===== config.mk =====
export PLATFORM = sky130hd
export DESIGN_NAME = qspi_req_latch
export DESIGN_NICKNAME = d
export VERILOG_FILES = /design/src/qspi_pkg.sv /design/src/qspi_req_latch.sv
export SDC_FILE = /design/constraint.sdc
export NUM_CORES = 1
export LEC_CHECK = 0
export CAP_MARGIN = 10
export CORE_ASPECT_RATIO = 1.2
export CORE_MARGIN = 4
export CORE_UTILIZATION = 50
export CTS_BUF_LIST = sky130_fd_sc_hd__clkbuf_4 sky130_fd_sc_hd__clkbuf_8
export DETAILED_ROUTE_END_ITERATION = 10
export DONT_BUFFER_PORTS = 1
export PLACE_DENSITY = 0.76
export SYNTH_ARGS = -nofsm -noshare
export SYNTH_HDL_FRONTEND = slang
export SYNTH_SLANG_ARGS = --single-unit

===== constraint.sdc =====
create_clock -name clk -period 6.85 [get_ports clk]
set_input_delay 0.3425 -clock clk [delete_from_list [all_inputs] [get_ports clk]]
set_output_delay 0.3425 -clock clk [all_outputs]
set_load 0.02 [all_outputs]

===== src/qspi_pkg.sv =====
// shared types and constants for the quad-SPI memory controller
// holds the request, APB and configuration structs, the FSM state enum,
// the register map and the register reset values
package qspi_pkg;

	typedef enum logic [1:0] {
		size_byte = 2'd0,
		size_half = 2'd1,
		size_word = 2'd2
	} xfer_size_e;

	typedef enum logic [2:0] {
		st_idle,
		st_cmd,
		st_adr,
		st_wait,
		st_rdata,
		st_wdata,
		st_ce_turn
	} qspi_state_e;

	// one host transfer, chip select in addr[25:24]
	typedef struct packed {
		logic        is_write;
		xfer_size_e  size;
		logic [25:0] addr;
		logic [31:0] wdata;
	} mem_req_t;

	typedef struct packed {
		logic        psel;
		logic        penable;
		logic        pwrite;
		logic [7:0]  paddr;
		logic [31:0] pwdata;
	} apb_req_t;

	typedef struct packed {
		logic [3:0] latency0;
		logic [3:0] latency1;
		logic [3:0] latency2;
		logic [9:0] sck_div;
		logic [7:0] rd_cmd;
		logic [7:0] wr_cmd;
	} qspi_cfg_t;

	typedef struct packed {
		logic fall;
		logic sample;
	} sck_evt_t;

	// register map
	localparam logic [7:0] reg_latency0 = 8'h00;
	localparam logic [7:0] reg_latency1 = 8'h04;
	localparam logic [7:0] reg_latency2 = 8'h08;
	localparam logic [7:0] reg_sck_div  = 8'h0C;
	localparam logic [7:0] reg_rd_cmd   = 8'h10;
	localparam logic [7:0] reg_wr_cmd   = 8'h14;

	localparam logic [3:0] latency_rst = 4'd7;
	localparam logic [9:0] sck_div_rst = 10'd3;
	localparam logic [7:0] rd_cmd_rst  = 8'hEB;
	localparam logic [7:0] wr_cmd_rst  = 8'h38;

	localparam int sync_stages = 3;
	localparam int cmd_bits    = 8;
	localparam int adr_nibbles = 6;
	localparam int num_ce      = 3;
	localparam int sck_div_min = 3;

	// index of the last data nibble for a transfer size
	function automatic logic [2:0] nibble_last(xfer_size_e size);
		case (size)
			size_byte: return 3'd1;
			size_half: return 3'd3;
			default:   return 3'd7;
		endcase
	endfunction

endpackage


===== src/qspi_req_latch.sv =====
`timescale 1ns/1ps
// holds the host request for the length of one transfer
// a mem_start pulse is taken only while idle, busy drops on done
module qspi_req_latch import qspi_pkg::*; (
	input  logic     clk,
	input  logic     rst_n,
	input  logic     mem_start,
	input  mem_req_t mem_req_in,
	input  logic     done,
	output mem_req_t req,
	output logic     busy
);

	logic take;

	// pulses while a transfer is open are dropped
	assign take = mem_start & ~busy;

	always_ff @(posedge clk or negedge rst_n) begin
		if (!rst_n)
			busy <= 1'b0;
		else if (take)
			busy <= 1'b1;
		else if (done)
			busy <= 1'b0;
	end

	always_ff @(posedge clk) begin
		if (take)
			req <= mem_req_in;
	end

endmodule


Yosys cells after proc, flatten, opt, wreduce, memory -nomap -nowiden
Index checks and enable logic that the tools add are counted.
- output and inout bits: 62
- bits in registers: 62
- memories kept: 0
- bits in read-only memories: 0
- bits in latches: 0
- input bits: 65
- memory bits (writable): 0
- multiplexer cells: 2
- equal/unequal tests: 0
- divide/modulo/power cells: 0
- multipliers: 0
- shift operators: 0
- $lt $le $gt $ge: 0
- $add $sub $neg: 0
- bitwise gates (word level): 2
- reduce and logical (&&, ||, !) cells: 1
- operators by type and width (kind ; count):
    1-bit 2-to-1 mux ; 2
    2-bit nonzero test ; 1
    1-bit bitwise AND ; 1
    1-bit inverter ; 1

Logic depth before layout (Yosys ltp)
Gate-level depths: netlist of run 1.
- depth in word-level cells: 3
- gate-level depth with buffers: 2
- depth with buffers taken out: 2

Worst setup path after synthesis of run 1
No wires, ideal clock.
- path kind: reg2reg
- from: register busy
- to: register req[0] (netlist bit) (enable)
- cell stages (with the launch flop): 2
- slack: 3.168 ns
- data arrival time: 3.196 ns
- path through: dfrtp_1 > nor2b_1
- cells in the longest elaborated chain, start to end: 2
- ends and longest elaborated chain (what ; line ; text):
    start: declaration ; qspi_req_latch.sv:11 ; output logic busy
    start signal: assignment ; qspi_req_latch.sv:21 ; busy <= 1'b0;
    start signal: assignment ; qspi_req_latch.sv:23 ; busy <= 1'b1;
    start signal: assignment ; qspi_req_latch.sv:25 ; busy <= 1'b0;
    1-bit inverter ; qspi_req_latch.sv:17 ; assign take = mem_start & ~busy;
    1-bit bitwise AND ; qspi_req_latch.sv:17 ;
    via take ; qspi_req_latch.sv:14 ; logic take;
    end signal: assignment ; qspi_req_latch.sv:30 ; req <= mem_req_in;
    end: declaration ; qspi_req_latch.sv:10 ; output mem_req_t req,
The timed path passes the listed nets, and every way through them passes these cells.
A chain may end at the register's enable or synchronous reset.

Final worst setup path of run 1
- from: register busy
- to: register req[53] (netlist bit) (enable)
The elaborated chain is that of the path after synthesis.

==> flow_summary.ini, run 1 <==
[run_status]
status = finished clean

[global_route]
grt_pass1_vias = 693
grt_max_degree = 33
antenna_found_initial = 0
grtUsageTotal_pct = 13.34
grt_pass1_wl_mm = 4.091
grt_overflow = 0

[setup_path]
max_stage_delay_ns = 0.68
crit_required_ns = 6.83
path_delay_family = simple AND/OR/NAND/NOR gates
start_kind = flip-flop
worst-path-buf-inv = 1
cp_slowest_cell = nor2b_4
crit_fanout = 32
worstSetupPathType = reg -> reg
crit_path_cell_trace = nor2b_4 > buf_4
crit_arrival_ns = 1.98
end_kind = flip-flop

[timing]
final.setup.worst_slack_ns = 4.843
worst_slew_pin_slew_ns = 0.7918
finalCriticalPeriod_ns = 2.007
slew_headroom_pct = 47.10
clock_skew_ns = 0.004624
setup_viol = 0
period_share_pct = 29.30
max_freq_mhz = 498.2
hold_viol = 0
rsz0062_at_grt = false
slew_violations = 0
timing.setup.tns_ns = 0

[yosys]
syn_nets = 130
ys_seq_elements = 62
post_synth.cell_area_avg_um2 = 28.80
yosysUniqueCellTypes = 5
netlist_instances = 65
yosysSeqAreaShare_pct = 99.20
syn_area_um2 = 1872
yosys_warnings = 0

[detailed_routing]
vias = 685
drt_iter0_drc = 41
viasPerCell = 5.074
drc = 0
drt-total-wl_mm = 3.244
avgRoutedWirePerCell_um = 24.03
antenna_left = 0
dr.pass1.iters = 4

[power]
p_per_area_nw_per_um2 = 367.0
irDropWorstVdd_uv = 230.9
total_power_mw = 0.7884
p_leak_nw = 0.7020

[layout]
diodes = 0
nets = 143
syn_to_final_growth_pct = 14.77
drive_above_1_share_pct = 21.69

[clock_network]
numCtsBuffers = 9
root_buffer = clkbuf_8
cts_buffer_depth = 2
postCtsHoldBufs = 1
clkSinkCount = 62
clk_latency_ns = 0.31
clk_pin_slew_ns = 0.06
h-tree-depth = 3
cts_resized = 0
cts_tree = built
cts_setup_buffers = 0

[placed_design]
dp_slack_ns = 4.836
io_buffers = 0
gp_congestion = 0.6566

[floorplan]
num_rows = 24
die-area_um2 = 4791
die_w_um = 63.86
start_util_pct = 51.52
core_area_um2 = 3633
io_pins = 127
die_h_um = 75.03

[hold_path]
hold_class = in -> reg

[run]
max-cap-violations = 0
-- cell usage in the layout (no fill, tap or decap) --
master,instances
nor2_1,1
clkbuf_8,11
dlygate4sd3_1,1
clkinv_2,1
edfxtp_1,61
clkbuf_4,4
nor2b_4,1
buf_4,1
dfrtp_1,1
a21oi_1,1
-- report_power, final --
part | leakage (nW) | internal (mW) | total, mW | switching [mW]
Clock | 0.101 | 0.167 | 0.283 | 0.116
Sequential | 0.581 | 0.451 | 0.491 | 0.0401
Combinational | 0.0198 | 0.00219 | 0.0146 | 0.0124
Total | 0.702 | 0.620 | 0.788 | 0.168
-- worst paths after layout --
kind | from | end | slack (ns) | cells past startpoint
max in group asynchronous | rst_n | busy | 6.52 | 1
setup / recovery | busy | req[53] | 4.84 | 2
setup reg to reg | busy | req[53] | 4.84 | 2
hold / removal | done | busy | 0.11 | 1
min in group asynchronous | rst_n | busy | 0.23 | 1
hold reg to reg | busy | busy | 0.68 | 1
-- metrics by stage --
step                      utilization (%)  cell area (um^2)  hold slack [ns]  cells
after floorplan                         -              1872          0.04691     65
after global placement              53.72              1952          0.04695    118
after detailed placement            53.72              1952          0.04695    118
after CTS                           59.13              2148          0.08559    135
after global routing                59.13              2148          0.08753    135
final                               59.13              2148           0.1079    135
-- flip-flops by register name, summed over array words and instances (netlist names) --
name,flops
req,61
busy,1
-- layout make-up --
cell class / instances / area (um^2)
Clock buffer: 15 / 181.4
Clock inverter: 1 / 5.005
Fill cell: 260 / 1485
Multi-Input combinational cell: 3 / 22.52
Sequential cell: 62 / 1857
Tap cell: 52 / 65.06
Timing Repair Buffer: 2 / 17.52
-- cells by family after synthesis --
family           Yosys count  share of synthesized area (%)
AO/OA/AOI/OAI              1                         0.2671
AND/OR/NAND/NOR            2                         0.5348
flip-flops                62                          99.20
-- routing by layer --
layer | track usage (%) | vias up | share of wire [%]
met5 | 0 | - | 0
met4 | 9.353 | 0 | 1.9
met3 | 9.403 | 6 | 12
met2 | 20.55 | 63 | 56
met1 | 12.60 | 328 | 30
li1 | - | 288 | -
-- cell usage after synthesis --
cell type  count  area share [%]
dfrtp_1        1             1.3
a21oi_1        1            0.27
nor2_1         1            0.20
edfxtp_1      61              98
nor2b_1        1            0.33
Power figures use the tool's default switching activity.
==> inputs of run 2 (changes only) <==
--- a/config.mk
+++ b/config.mk
@@ -5,6 +5,7 @@
 export SDC_FILE = /design/constraint.sdc
 export NUM_CORES = 1
 export LEC_CHECK = 0
+export ABC_AREA = 1
 export CAP_MARGIN = 10
 export CORE_ASPECT_RATIO = 1.2
 export CORE_MARGIN = 4
==> constraint.sdc (replaced) <==
create_clock -name clk -period 2 [get_ports clk]
set_input_delay 0.1 -clock clk [delete_from_list [all_inputs] [get_ports clk]]
set_output_delay 0.1 -clock clk [all_outputs]
set_load 0.02 [all_outputs]
==> run 2 against run 1 <==
  * Sequential share of layout area is 20 points lower
  * Clock skew up 0.0040 ns
  * Sequential power increased to 3.5 times the previous value
  * Final cell count increased by 50%
  * Largest power group unchanged
==> flow_summary.ini, run 2 <==
[power]
p_leak_nw = 0.9870
p_per_area_nw_per_um2 = 1025
internal_power_mw = 2.222
p_sw_mw = 0.6511
seqPwrFrac_pct = 59.3
p_clk_share_pct = 34.8
irDropWorstVdd_uv = 607.8
switching_share_pct = 22.66
power_frac_comb_pct = 5.9

[floorplan]
die_w_um = 64.04
die_h_um = 75.25
num_rows = 24
start_util_pct = 51.86
core_area_um2 = 3633
die-area_um2 = 4819
io_pins = 127

[timing]
slew_violations = 0
setup_viol = 0
finalCriticalPeriod_ns = 1.481
hold_viol = 0
max_freq_mhz = 675.2
worst_slew_pin_slew_ns = 0.4215
slew_headroom_pct = 71.90
clock_skew_ns = 0.008640
timing.hold.ws_ns = 0.4033
period_share_pct = 74.06
timing.setup.tns_ns = 0
rsz0062_at_grt = false

[yosys]
synth_top_area_share_pct = 97.21
synth_top_cell_by_area = edfxtp_1
yosysUniqueCellTypes = 5
synth-async-reset-ratio_pct = 1.613
syn_area_um2 = 1884
yosysSeqAreaShare_pct = 98.54
yosys-top-cells-area = edfxtp_1 97%, dfrtp_1 1.3%, nand2_2 0.66%, inv_1 0.60%, nand2_1 0.20%
ys.flop_type = edfxtp_1
synth_edf_count = 61
ys_seq_elements = 62
syn_nets = 133
post_synth.cell_area_avg_um2 = 27.71
synthTopCellsByCount = 61 x edfxtp_1, 3 x inv_1, 2 x nand2_2
netlist_instances = 68
yosys_warnings = 0
yosysMostFrequentCell = edfxtp_1

[setup_path]
crit_fanout = 35
end_kind = flip-flop
crit_required_ns = 1.97
start_kind = flip-flop
crit_arrival_ns = 1.45
worstSetupPathType = reg -> reg

[detailed_routing]
viasPerCell = 4.744
drt-total-wl_mm = 4.210
avgRoutedWirePerCell_um = 20.74
vias = 963
dr.pass1.iters = 4
drt_iter0_drc = 50
antenna_left = 0
drc = 0

[global_route]
grt_busiest_layer = met2
grt_overflow = 0
use_met3_pct = 10.15
grt_pass1_wl_mm = 5.520
antenna_found_initial = 0
grtUsageTotal_pct = 17.55
grt_pass1_vias = 1045
grtUsageMet2_pct = 33.07
grt_max_degree = 36
grtUsageMet1_pct = 14.62

[run]
max-cap-violations = 0

[layout]
layout_common_cells = 65 x dlygate4sd3_1, 61 x edfxtp_1, 9 x clkbuf_8
diodes = 0
nets = 211
final_common_cell = dlygate4sd3_1
largest-register = req
syn_to_final_growth_pct = 48.74
largest_reg_flops = 61
drive_above_1_share_pct = 12.58
largestRegisters = req (61), busy (1)

[placed_design]
io_buffers = 0
gp_congestion = 0.6264

[clock_network]
cts_tree = built
clk_latency_ns = 0.32
clk_pin_slew_ns = 0.07
clkSinkCount = 62
cts_buffer_depth = 2
h-tree-depth = 3
root_buffer = clkbuf_8
numCtsBuffers = 9

[hold_path]
hold_class = in -> reg

[run_status]
status = finished clean
==> run 2: changes by cell type in the layout (fill, tap and decap cells not counted), moves of 2 or more <==
cell and delta:
clkbuf_4 -3, clkbuf_8 -2, clkinv_1 +2, clkinv_2 +2
dlygate4sd3_1 +64, inv_1 +2, nand2_2 +2
==> run 2: final cells by class <==
class                           instances  area (um^2)
Inverter                                3        15.01
Timing Repair Buffer                   67        665.6
Clock buffer                           10        131.4
Fill cell                             189        830.8
Tap cell                               52        65.06
Multi-Input combinational cell          3        16.27
Clock inverter                          6        52.55
Sequential cell                        62         1857
==> run 2: metal layers <==
metal / vias to the layer above / share of wire [%] / routed length (um)
li1: 423 / - / -
met1: 468 / 30 / 1264
met2: 68 / 61 / 2548
met3: 4 / 8.5 / 357
met4: 0 / 0.93 / 39
met5: - / 0 / 0
==> run 2: what timing repair did <==
item                                   CTS  global route
setup endpoints to repair                0             0
setup buffers                            0             0
hold buffers                            65             0
endpoints found under the hold margin   63             0
gates resized for setup                  0             0
==> run 2: logic make-up after synthesis <==
group | synth area share (%)
buffers and inverters | 0.5976
and+or+nand+nor | 0.8629
DFF | 98.54
==> run 2: critical path: stages (launching register included) <==
cell,delay (ns)
dfrtp_1,0.47
inv_1,0.12
nand2_2,0.08
clkinvlp_4,0.08
buf_4,0.38
==> run 2: worst paths after layout <==
kind / from / endpoint / slack (ns) / depth (start not counted)
max: busy / req[3] / 0.52 / 4
min: mem_req_in[36] / req[36] / 0.40 / 1
max reg2reg: busy / req[3] / 0.52 / 4
min reg2reg: busy / req[36] / 1.22 / 4
max in group asynchronous: rst_n / busy / 1.36 / 2
min in group asynchronous: rst_n / busy / 0.54 / 2
==> run 2: power groups by stage <==
stage / Clock [mW] / Combinational [mW] / Sequential, mW
3_3_place_gp: 0 / 0.0551 / 1.73
2_1_floorplan: 0 / 0.0419 / 1.72
4_1_cts: 1.02 / 0.166 / 1.70
6_report: 1.00 / 0.168 / 1.70
5_1_grt: 1.09 / 0.181 / 1.71
3_5_place_dp: 0 / 0.0601 / 1.73
==> run 2: metrics by stage <==
step / worst slack [ns] / utilization (%) / instance area [um^2] / cells / power (mW)
2_1_floorplan: 0.1227 / - / 1888 / 68 / 1.758
3_3_place_gp: 0.5973 / 54.17 / 1968 / 122 / 1.784
3_5_place_dp: 0.5504 / 54.17 / 1968 / 122 / 1.792
4_1_cts: 0.5390 / 77.13 / 2803 / 203 / 2.887
5_1_grt: 0.4461 / 77.13 / 2803 / 203 / 2.979
6_report: 0.5189 / 77.13 / 2803 / 203 / 2.874
