`src/qspi_pkg.sv`:
```
// shared types and constants for the quad-SPI memory controller
// holds the request, APB and configuration structs, the FSM state enum,
// the register map and the register reset values
package qspi_pkg;

	typedef enum logic [1:0] {
		size_byte = 2'd0,
		size_half = 2'd1,
		size_word = 2'd2
	} xfer_size_e;

	typedef enum logic [2:0] {
		st_idle,
		st_cmd,
		st_adr,
		st_wait,
		st_rdata,
		st_wdata,
		st_ce_turn
	} qspi_state_e;

	// one host transfer, chip select in addr[25:24]
	typedef struct packed {
		logic        is_write;
		xfer_size_e  size;
		logic [25:0] addr;
		logic [31:0] wdata;
	} mem_req_t;

	typedef struct packed {
		logic        psel;
		logic        penable;
		logic        pwrite;
		logic [7:0]  paddr;
		logic [31:0] pwdata;
	} apb_req_t;

	typedef struct packed {
		logic [3:0] latency0;
		logic [3:0] latency1;
		logic [3:0] latency2;
		logic [9:0] sck_div;
		logic [7:0] rd_cmd;
		logic [7:0] wr_cmd;
	} qspi_cfg_t;

	typedef struct packed {
		logic fall;
		logic sample;
	} sck_evt_t;

	// register map
	localparam logic [7:0] reg_latency0 = 8'h00;
	localparam logic [7:0] reg_latency1 = 8'h04;
	localparam logic [7:0] reg_latency2 = 8'h08;
	localparam logic [7:0] reg_sck_div  = 8'h0C;
	localparam logic [7:0] reg_rd_cmd   = 8'h10;
	localparam logic [7:0] reg_wr_cmd   = 8'h14;

	localparam logic [3:0] latency_rst = 4'd7;
	localparam logic [9:0] sck_div_rst = 10'd3;
	localparam logic [7:0] rd_cmd_rst  = 8'hEB;
	localparam logic [7:0] wr_cmd_rst  = 8'h38;

	localparam int sync_stages = 3;
	localparam int cmd_bits    = 8;
	localparam int adr_nibbles = 6;
	localparam int num_ce      = 3;
	localparam int sck_div_min = 3;

	// index of the last data nibble for a transfer size
	function automatic logic [2:0] nibble_last(xfer_size_e size);
		case (size)
			size_byte: return 3'd1;
			size_half: return 3'd3;
			default:   return 3'd7;
		endcase
	endfunction

endpackage

```
`src/qspi_cfg_regs.sv`:
```
`timescale 1ns/1ps
// APB slave with the quad-SPI configuration registers
// zero wait states, writes land in the access phase, reads are
// combinational on paddr and unmapped offsets read as zero
module qspi_cfg_regs import qspi_pkg::*; (
	input  logic        clk,
	input  logic        rst_n,
	input  apb_req_t    apb,
	output logic [31:0] prdata,
	output qspi_cfg_t   cfg
);

	qspi_cfg_t cfg_q;
	logic wr_en;

	assign wr_en = apb.psel & apb.penable & apb.pwrite;

	always_ff @(posedge clk or negedge rst_n) begin
		if (!rst_n) begin
			cfg_q.latency0 <= latency_rst;
			cfg_q.latency1 <= latency_rst;
			cfg_q.latency2 <= latency_rst;
			cfg_q.sck_div <= sck_div_rst;
			cfg_q.rd_cmd <= rd_cmd_rst;
			cfg_q.wr_cmd <= wr_cmd_rst;
		end else if (wr_en) begin
			// each field keeps only its own low bits
			case (apb.paddr)
				reg_latency0: cfg_q.latency0 <= apb.pwdata[3:0];
				reg_latency1: cfg_q.latency1 <= apb.pwdata[3:0];
				reg_latency2: cfg_q.latency2 <= apb.pwdata[3:0];
				reg_sck_div:  cfg_q.sck_div <= apb.pwdata[9:0];
				reg_rd_cmd:   cfg_q.rd_cmd <= apb.pwdata[7:0];
				reg_wr_cmd:   cfg_q.wr_cmd <= apb.pwdata[7:0];
				default: ;
			endcase
		end
	end

	// read mux
	always_comb begin
		prdata = '0;
		case (apb.paddr)
			reg_latency0: prdata[3:0] = cfg_q.latency0;
			reg_latency1: prdata[3:0] = cfg_q.latency1;
			reg_latency2: prdata[3:0] = cfg_q.latency2;
			reg_sck_div:  prdata[9:0] = cfg_q.sck_div;
			reg_rd_cmd:   prdata[7:0] = cfg_q.rd_cmd;
			reg_wr_cmd:   prdata[7:0] = cfg_q.wr_cmd;
			default: ;
		endcase
	end

	assign cfg = cfg_q;

endmodule

```
`config.mk`:
```
export PLATFORM = sky130hd
export DESIGN_NAME = qspi_cfg_regs
export DESIGN_NICKNAME = d
export VERILOG_FILES = /design/src/qspi_pkg.sv /design/src/qspi_cfg_regs.sv
export SDC_FILE = /design/constraint.sdc
export NUM_CORES = 1
export LEC_CHECK = 0
export ABC_AREA = 1
export BUFFER_PORTS_ARGS = -buffer_cell sky130_fd_sc_hd__buf_2
export CORE_MARGIN = 2
export CORE_UTILIZATION = 45
export DETAILED_ROUTE_END_ITERATION = 10
export GPL_ROUTABILITY_DRIVEN = 0
export PLACE_DENSITY = 0.86
export SETUP_SLACK_MARGIN = 0.15
export SLEW_MARGIN = 20
export SYNTH_ARGS = -nofsm -noshare
export SYNTH_HDL_FRONTEND = slang
export SYNTH_SLANG_ARGS = --single-unit
```
`constraint.sdc`:
```
create_clock -name clk -period 1 [get_ports clk]
set_input_delay 0.15 -clock clk [delete_from_list [all_inputs] [get_ports clk]]
set_output_delay 0.15 -clock clk [all_outputs]
set_load 0.01 [all_outputs]
```
* Yosys cells after proc, flatten, opt, wreduce, memory -nomap -nowiden
Index checks and enable logic that the tools add are counted.
** Cells by class
- Eq/ne operators :: 5
- Muxes and demuxes :: 3
- Bitwise logic cells :: 2
- Reduce and logical (&&, ||, !) cells :: 7
** Operators by type and width (number)
- $pmux W4 S6 :: 1
- $eq A8 B4 Y1 const B :: 2
- $eq A8 B5 Y1 const B :: 2
- $pmux W4 S3 :: 1
- $reduce_and A2 Y1 :: 6
- $eq A8 B3 Y1 const B :: 1
- $logic_not A8 Y1 :: 1
- $and A1 B1 Y1 :: 2
- $mux W2 :: 1
** Storage, ports and cells
- Register bits after elaboration :: 38
- Input port bits :: 45
- Output and inout bits :: 70
- Word-level logic and storage cells :: 23

* Longest topological paths before layout
Gate-level depths: netlist of run 1.
- Depth after elaboration :: 3
- Mapped depth :: 8
- Mapped depth without buffers :: 7

* Worst setup path after synthesis of run 1
No wires, ideal clock.
- Path type :: input to output
- Start :: input port apb[32] in the netlist's numbering
- End :: output port prdata[4]
- Arrival time :: 0.956 ns
- Required time :: 0.850 ns
- Setup slack :: -0.106 ns
- Cell stages on the path :: 6
- Buffers on the path :: 1
- Cells stage by stage :: inv_1 > nand2_2 > nor2_4 > nand2_4 > buf_4 > o211ai_1
** Between the ends
- Longest elaborated chain between the ends :: 2
- Elaborated cells on any way between the ends :: 4
- Those cells by class :: eq/ne (3); mux (1)
** RTL lines
- start: declaration :: line qspi_cfg_regs.sv:8 : input apb_req_t apb,
- $eq A8 B5 Y1 or $eq A8 B4 Y1 (tied branches) :: line qspi_cfg_regs.sv:43 : case (apb.paddr)
- $pmux W4 S3 * :: line qspi_cfg_regs.sv:43
- end: declaration :: line qspi_cfg_regs.sv:9 : output logic [31:0] prdata,
Mark *: on every way between the ends. The rest lies on a longest branch, timed or not.

* Final worst setup path of run 1
- Start :: register cfg_q (netlist bit cfg[11])
- End :: output port prdata[3]
** Between the ends
- Longest elaborated chain between the ends :: 1
** RTL lines
- start: declaration :: line qspi_cfg_regs.sv:13 : qspi_cfg_t cfg_q;
- $pmux W4 S6 :: line qspi_cfg_regs.sv:43
Every way passes these cells.

==> results of run 1 <==
==> layout make-up <==
type	instances	area [µm²]
inverters	23	159
fillers	203	558
multi-input cells	213	1450
flip-flops and latches	38	976
well taps	67	83.8
clock inverters	1	30.0
repair buffers	143	1390
clock buffers	7	86.3
==> cell families (layout without fill, tap and decap cells) <==
group                  count (synthesis)  in the layout  synth area share [%]
and+or+nand+nor                      146            149                  32.6
buffers and inverters                 50            174                  13.1
AOI/OAI and AO/OA                     42             42                  9.97
DFF                                   38             38                  44.2
other                                  1             22                 0.170
==> metrics by stage <==
stage	utilization [%]	hold WS, ns	worst slack [ns]	power (µW)
after CTS	78.6	0.0638	-0.363	3490
final	88.2	0.0587	-0.545	3670
after floorplan	-	-0.146	-0.0354	1880
after detailed placement	62.8	0.127	-0.368	2030
after global routing	88.2	0.0560	-0.571	3740
after global placement	62.8	0.126	-0.343	2020
==> final timing paths <==
check / to / cells after the start / start / slack [ns]
setup / recovery: prdata[3] / 5 / cfg[11] / -0.54
hold / removal: cfg[13] / 3 / apb[5] / 0.06
setup reg to reg: cfg[24] / 5 / cfg[24] / -0.03
hold reg to reg: cfg[31] / 2 / cfg[31] / 0.50
max in group asynchronous: cfg[31] / 3 / rst_n / 0.36
min in group asynchronous: cfg[20] / 3 / rst_n / 0.35
==> placed cells by master (no fill, tap or decap), types with 3 or more instances in the layout <==
cell      netlist  final
buf_6           0     77
nand2_1        95     65
buf_2           0     32
nand2_2         5     24
buf_4          24     23
conb_1          1     22
dfstp_2        20     20
dfrtp_1        18     18
o21ai_2         0     16
nor2_4          3     14
o21ai_1        12     14
inv_1          22     13
nand2_4         3     12
nand3_1        20     10
o21ai_0        26      7
nand3_4         2      6
nand3_2         0      6
clkbuf_8        0      6
buf_8           1      5
buf_12          0      5
nand2_8         0      4
nor2_2          5      4
o211ai_1        4      4
inv_8           0      3
nor2_8          3      3
==> report_power, final <==
group          switching (µW)  internal, µW
Clock                     614           815
Sequential               25.8          1570
Combinational             373           266
==> worst max-delay path, cell delays in order (launching register included) <==
cell and delay [ns]:
dfstp_2 0.56, nand3_1 0.15, nand2_1 0.12, nor2_2 0.04, nand2_1 0.08, buf_2 0.13
==> synthesized netlist by cell type, types with 2 or more instances <==
master,number,area [µm²]
o21ai_0,26,130
nor2_4,3,33.8
dfrtp_1,18,450
nand2_2,5,31.3
dfstp_2,20,526
o21ai_1,12,60.1
nand3_4,2,35.0
nand2_4,3,33.8
nor2_8,3,60.1
clkbuf_1,2,7.51
o211ai_1,4,30.0
nor2_1,10,37.5
nor2_2,5,31.3
nand3_1,20,100
buf_4,24,180
nand2_1,95,357
inv_1,22,82.6
==> routing by layer <==
| layer | global-route usage, % | wire length (µm) | up-vias |
|---|---|---|---|
| met5 | 0 | 0 | - |
| met4 | 16.2 | 893 | 0 |
| met3 | 4.88 | 1030 | 95 |
| met2 | 57.5 | 5150 | 257 |
| met1 | 35.6 | 3550 | 1335 |
| li1 | - | - | 1140 |
==> timing repair <==
| action | 4_1_cts | 5_1_grt |
|---|---|---|
| resized for setup | 114 | 73 |
| hold buffers | 1 | 0 |
| hold endpoints to repair | 18 | 0 |
| pin swaps | 40 | 24 |
| gates cloned | 3 | 0 |
| endpoints found under the setup margin | 83 | 86 |
| setup buffers | 14 | 24 |
==> flow_summary.ini, run 1 <==
[run_status]
outcome = complete, but fails checks
failing_checks = setup timing

[synthesis]
ys_seq_elements = 38
synth.lib_cells_used.distinct = 20
synth_edf_count = 0
ys_async_sr_fraction_pct = 100
seq_area_frac_synth_pct = 44.2
count_of_mapped_cells_out_of_synthesis = 277
syn_area_per_cell_um2 = 7.97
ys.flop_type = dfstp_2
synth_area_mm2 = 0.00221
synth.yosys.warnings = 0

[run]
maxCapViolations = 0

[global_routing]
grt.total_usage_pct = 31.6
grt_pass1_vias = 2579
grt_start_max_net_pins = 39
globalRouteOverflowTotal = 0
number_of_antenna_violations_at_the_first_check_in_global_routing = 0
grt_pass1_wl_um = 12900

[finish]
final_cell_count_no_fill = 492
num_antenna_cells = 0
finalInstanceArea_mm2 = 0.00417
area.growth.synth_to_final_pct = 88.6
fin_nets = 469
post_route_cells_drive_above_1_share_pct = 63.3
largest_reg_flops = 38

[timing]
post-route-worst-setup-slack_ns = -0.545
accumulated_negative_setup_slack_ns = -13.14
finalHoldViolCount = 0
timing.fmax_mhz = 647
time_the_worst_path_needs_with_i_o_delays_and_setup_ns = 1.54
final_max_slew_viol_count = 0
rsz0062_at_grt = yes
final_min_period_over_clock_period_pct = 154
worst_clock_skew_ns = 0
report.final.setup_viol = 65

[place]
dp_cells = 442
io_buffer_count = 70
dp_wirelength_um = 4450
placed_cell_area_mm2 = 0.00297

[min_path]
hold_class = in2reg

[floorplan]
placementRows = 25
core_mm2 = 0.00472
starting_density_pct = 46.8
boundaryPins = 115
fp.dieW_um = 74.1
die_area_mm2 = 0.00548
die_height_um = 74.1

[worst_setup_path]
critical_path_class = reg2out
cp.required_ns = 0.85
crit_path_start_kind = register
arrival_time_at_the_worst_endpoint_ns = 1.39
crit_path_max_fanout = 2
critical_path.endpoint_type = primary output

[detailed_routing]
vias = 2827
vias_per_instance = 5.75
first_pass_iters = 5
finalWirelength_um = 10600
drt_first_iter_violations = 367
drt-wirelength-per-cell_um = 21.6
drt.antenna.violating_nets = 0
drt_drc_violations_left = 0

[pwr]
p_leak_uw = 0.00214
power.ir.vdd_worst_v = 0.000997
power_density_mw_per_mm2 = 881

[clock_network]
cts_tree = yes
clk_latency_ns = 0.30
cts_num_sinks = 38
cts_buffers = 5
clock_path_buffers = 2
root_buffer = clkbuf_8
path_clk_slew_ns = 0.08
cts_max_level = 2
(Power assumes the default switching activity.)
==> inputs of run 2 (changes only) <==
CELL_PAD_IN_SITES_DETAIL_PLACEMENT = 1   (was unset)
CELL_PAD_IN_SITES_GLOBAL_PLACEMENT = 1   (was unset)
CORE_UTILIZATION = 31   (was 45)
PLACE_DENSITY = 0.85   (was 0.86)
==> flow_summary.ini, run 2 (synthesized netlist as in run 1, its figures left out) <==
[pwr]
p_leak_uw = 0.00210
totalPowerFinal_uw = 3470
intPower_uw = 2410
p_clk_share_pct = 35.0
netsw_uw = 1060
p_comb_share_pct = 18.9
power.ir.vdd_worst_v = 0.000696
power.sequential.fraction_pct = 46.1
power_density_mw_per_mm2 = 821
p_sw_share_pct = 30.5

[worst_setup_path]
slowest_delay_ns = 0.55
crit_path_start_kind = register
crit_path_max_fanout = 2
cp.required_ns = 0.85
critical_path.endpoint_type = primary output
crit_path_cell_trace = nand3_1, nand2_1, nor2_1, nand2_1, buf_2
worst_path_max_delay_cell = dfstp_2
worst_path_most_repeated_cell = nand2_1
critical_path.top_delay_family = flip-flops
critical_path_class = reg2out
cp_num_buf_inv = 1
r2r_setup_slack_ns = -0.16
arrival_time_at_the_worst_endpoint_ns = 1.38

[timing]
final_max_slew_viol_count = 0
finalHoldViolCount = 0
rsz0062_at_grt = yes
report.final.setup_viol = 59
timing.fmax_mhz = 655
post-route-worst-setup-slack_ns = -0.527
worst_clock_skew_ns = 0
final_min_period_over_clock_period_pct = 153
time_the_worst_path_needs_with_i_o_delays_and_setup_ns = 1.53

[global_routing]
grt.total_usage_pct = 25.9
grt_pass1_vias = 2802
grt_start_max_net_pins = 39
number_of_antenna_violations_at_the_first_check_in_global_routing = 0
grt_pass1_wl_um = 15000
globalRouteOverflowTotal = 0

[run]
maxCapViolations = 0

[detailed_routing]
drt_first_iter_violations = 187
finalWirelength_um = 11800
vias_per_instance = 5.06
first_pass_iters = 4
drt-wirelength-per-cell_um = 22.7
vias = 2629
drt.antenna.violating_nets = 0
drt_drc_violations_left = 0

[clock_network]
cts_buffers = 5
cts_num_sinks = 38
cts_max_level = 2
clock_path_buffers = 2
clk_latency_ns = 0.31
cts_tree = yes
path_clk_slew_ns = 0.10
root_buffer = clkbuf_8

[finish]
largest_reg_flops = 38
fin_nets = 468
final_cell_count_no_fill = 520
post_route_cells_drive_above_1_share_pct = 66.3
fillerInstances = 795
layout_common_cells = 81 x buf_6, 55 x nand2_1, 40 x nand2_2
layout_commonest_cell = buf_6
num_antenna_cells = 0
area.growth.synth_to_final_pct = 91.4

[place]
dp_wirelength_um = 5580
dp_cells = 477
io_buffer_count = 70
dp_worst_setup_slack_ns = -0.402

[floorplan]
starting_density_pct = 32.3
placementRows = 30
die_height_um = 88.4
core_mm2 = 0.00683
fp.dieW_um = 88.4
boundaryPins = 115
die_area_mm2 = 0.00781

[run_status]
failing_checks = setup timing
outcome = complete, but fails checks

[min_path]
hold_class = in2reg
run 2: cell types whose count changed in the layout (fill, tap and decap cells not counted), sizes merged:
cell / previous run / this run
bufinv: 1 / 0
inv: 22 / 23
nand2: 105 / 104
run 2: final timing paths:
path,startpoint,end,depth (start not counted)
max,cfg[9],prdata[1],5
min,apb[5],cfg[13],3
max reg2reg,cfg[3],cfg[3],6
min reg2reg,cfg[6],cfg[6],2
max in group asynchronous,rst_n,cfg[26],3
min in group asynchronous,rst_n,cfg[25],3
run 2: timing repair:
item,in CTS,in global routing
hold buffers,1,0
gates cloned,2,0
setup buffers,12,20
hold endpoints to repair,18,0
endpoints found under the setup margin,84,85
pin swaps,30,34
gates resized for setup,110,95
run 2: stage by stage:
step / instance area [µm²] / util [%] / hold WS (ns) / TNS [ns]
6_report: 4230 / 61.9 / 0.0750 / -10.27
5_1_grt: 4230 / 61.9 / 0.0745 / -11.49
4_1_cts: 3760 / 55.1 / 0.0689 / -7.18
3_5_place_dp: 3070 / 45.0 / 0.136 / -12.83
3_3_place_gp: 3070 / 45.0 / 0.130 / -11.22
2_1_floorplan: 2450 / - / -0.146 / -0.0987
run 2: worst min-delay path, stage by stage:
cell and delay [ns]:
buf_2 0.13, nand2_2 0.07, nand2_1 0.05
run 2: area by class of cell:
class | instances | area [µm²] | share of cell area (%)
clock buffer | 7 | 86.3 | 2.04
sequential | 38 | 976 | 23.1
tap | 96 | 120 | 2.84
multi-input combinational | 212 | 1430 | 33.7
inverter | 23 | 151 | 3.58
clock inverter | 1 | 5.00 | 0.118
timing repair buffer | 143 | 1460 | 34.6
run 2: routing by layer:
metal  part of all wire, %  vias to the layer above  global-route usage (%)
met3                   5.4                       36                    3.92
met5                     0                        -                       0
met2                    54                      119                    46.6
met4                   3.4                        0                    12.3
met1                    37                     1340                    30.0
li1                      -                     1134                       -
run 2: power groups by stage:
stage / clock [µW] / sequential [µW] / combinational [µW]
after floorplan: 0 / 1630 / 246
after global placement: 0 / 1620 / 423
after detailed placement: 0 / 1620 / 439
after CTS: 1150 / 1590 / 549
after global routing: 1260 / 1600 / 692
final: 1210 / 1600 / 656
==> inputs of run 3 (changes only) <==
ABC_AREA = unset   (was 1)
CORE_UTILIZATION = 36   (was 31)
PLACE_DENSITY = 0.91   (was 0.85)
clock period = 1.9 ns   (was 1 ns; I/O delays follow)
==> flow_summary.ini, run 3 <==
[worst_setup_path]
crit_path_max_fanout = 2
worst_r2r_endpoint = cfg[2]
arrival_time_at_the_worst_endpoint_ns = 1.49
slowest_delay_ns = 0.50
critical_path_class = reg2out
crit_path_start_kind = register
worstSetupStartpoint = cfg[2]
critical_path.endpoint_type = primary output
crit_path_cell_trace = mux4_2, nand3_2, o21ai_2, buf_2
reg2regPathDepth = 3
r2r-start = cfg[2]
worst_path_max_delay_cell = mux4_2
cp.required_ns = 1.62
r2r_setup_slack_ns = 0.87

[detailed_routing]
first_pass_iters = 4
finalWirelength_um = 5400
vias_per_instance = 4.96
drt.antenna.violating_nets = 0
drt-wirelength-per-cell_um = 17.3
drt_drc_violations_left = 0
vias = 1548
drt_first_iter_violations = 53

[clock_network]
clk_latency_ns = 0.29
cts_tree = yes
cts_buffers = 5
clock_path_buffers = 2
root_buffer = clkbuf_8
cts_num_sinks = 38
cts_max_level = 2
cts.hold.buffers_added = 0
path_clk_slew_ns = 0.08

[synthesis]
synthDominantAreaCellType = dfstp_2
ys.flop_type = dfstp_2
synth_area_mm2 = 0.00207
synth_edf_count = 0
yosys-top-cells-area = dfstp_2 25%, mux2_2 23%, dfrtp_1 22%, buf_4 8.3%, mux4_1 5.1%
ys_async_sr_fraction_pct = 100
synth.lib_cells_used.distinct = 29
yosysMostFrequentCell = mux2_2
synth.yosys.warnings = 0
count_of_mapped_cells_out_of_synthesis = 152
syn_area_per_cell_um2 = 13.6
ys_seq_elements = 38
synthTopCellsByCount = 42 x mux2_2, 23 x buf_4, 20 x dfstp_2, 18 x dfrtp_1, 5 x nor2_1
yosysTopAreaCellShare_pct = 25.4
seq_area_frac_synth_pct = 47.1

[timing]
slew-limit-headroom_pct = 42.8
final_min_period_over_clock_period_pct = 93.5
timing.fmax_mhz = 563
max_slew.worst_pin.slew_ns = 0.858
time_the_worst_path_needs_with_i_o_delays_and_setup_ns = 1.78
accumulated_negative_setup_slack_ns = 0
report.final.setup_viol = 0
finalHoldViolCount = 0
rsz0062_at_grt = yes
worst_clock_skew_ns = 0
final_max_slew_viol_count = 0

[place]
io_buffer_count = 70
dp_wirelength_um = 3990
dp_cells = 297
placed_cell_area_mm2 = 0.00248

[floorplan]
placementRows = 27
core_mm2 = 0.00554
die_area_mm2 = 0.00638
die_height_um = 79.9
fp.dieW_um = 79.9
starting_density_pct = 37.4
boundaryPins = 115

[global_routing]
number_of_antenna_violations_at_the_first_check_in_global_routing = 0
grt.total_usage_pct = 17.6
grt_pass1_wl_um = 8470
globalRouteOverflowTotal = 0
grt_pass1_vias = 1561
grt_start_max_net_pins = 39

[finish]
largest_reg_flops = 38
seqCellArea_um2 = 976
num_antenna_cells = 0
multiInputGateArea_um2 = 985
layout_common_cells = 69 x buf_2, 42 x mux2_2, 22 x conb_1
post_route_cells_drive_above_1_share_pct = 72.5
final_cell_count_no_fill = 312
fillerInstances = 610
layout_commonest_cell = buf_2
finalInstanceArea_mm2 = 0.00263
fin_nets = 284
area.growth.synth_to_final_pct = 27.0

[pwr]
power.ir.vdd_worst_v = 0.000396
p_leak_uw = 0.00138
power_density_mw_per_mm2 = 592

[run]
maxCapViolations = 0

[run_status]
outcome = finished clean

[min_path]
hold_class = in2async
[run 3: routing by layer]
metal  vias up  part of all wire, %  GRT usage, %
li1        688                    -             -
met1       790                   43          23.3
met2        64                   51          29.3
met3         6                  5.5          3.85
met4         0                 0.98          4.58
met5         -                    0             0
[run 3: where the power goes]
part	internal, µW	leakage [µW]	switching, µW	total [µW]
sequential	827	0.000457	9.30	836
clock	259	0.0000374	299	558
combinational	61.9	0.000882	100	162
total	1150	0.00138	409	1560
[run 3: worst max-delay path: cells and delay by family, from the launching register on]
family	cells	cell delay [ns]
buf+inv	1	0.14
mux	1	0.50
flops	1	0.40
compound gates	1	0.06
simple gates	1	0.09
[run 3: timing repair]
| item | 4_1_cts | 5_1_grt |
|---|---|---|
| resized for setup | 12 | 3 |
| setup endpoints to repair | 4 | 8 |
| setup buffers | 3 | 4 |
| pin swaps | 4 | 0 |
[run 3: how the worst max path moves through the flow]
stage	to	slack [ns]	depth (start not counted)
finish	prdata[2]	0.12	4
global route	prdata[2]	0.08	4
CTS	prdata[2]	0.12	4
detailed placement	prdata[2]	0.14	5
global placement	prdata[1]	0.20	5
floorplan	cfg[29]	0.31	4
[run 3: cell families after synthesis]
family / count (synthesis) / synth area share [%]
AOI/OAI and AO/OA: 8 / 2.66
buffers and inverters: 28 / 9.78
DFF: 38 / 47.1
muxes: 50 / 29.8
other: 1 / 0.181
and+or+nand+nor: 27 / 10.4
[run 3: through the flow]
stage                     utilization, %  hold slack (ns)  total power (µW)  worst slack, ns
after global placement              44.7            0.427              1000            0.197
after CTS                           46.8            0.126              1570            0.119
after detailed placement            44.7            0.447              1010            0.144
after global routing                47.5            0.141              1640           0.0757
after floorplan                        -          -0.0106               957            0.314
final                               47.5           0.0997              1560            0.123
[run 3: final cells by class]
| type | count | share of cell area, % |
|---|---|---|
| multi-input cells | 107 | 37.4 |
| flip-flops and latches | 38 | 37.1 |
| repair buffers | 87 | 18.7 |
| well taps | 72 | 3.42 |
| clock buffers | 6 | 2.76 |
| clock inverters | 2 | 0.571 |
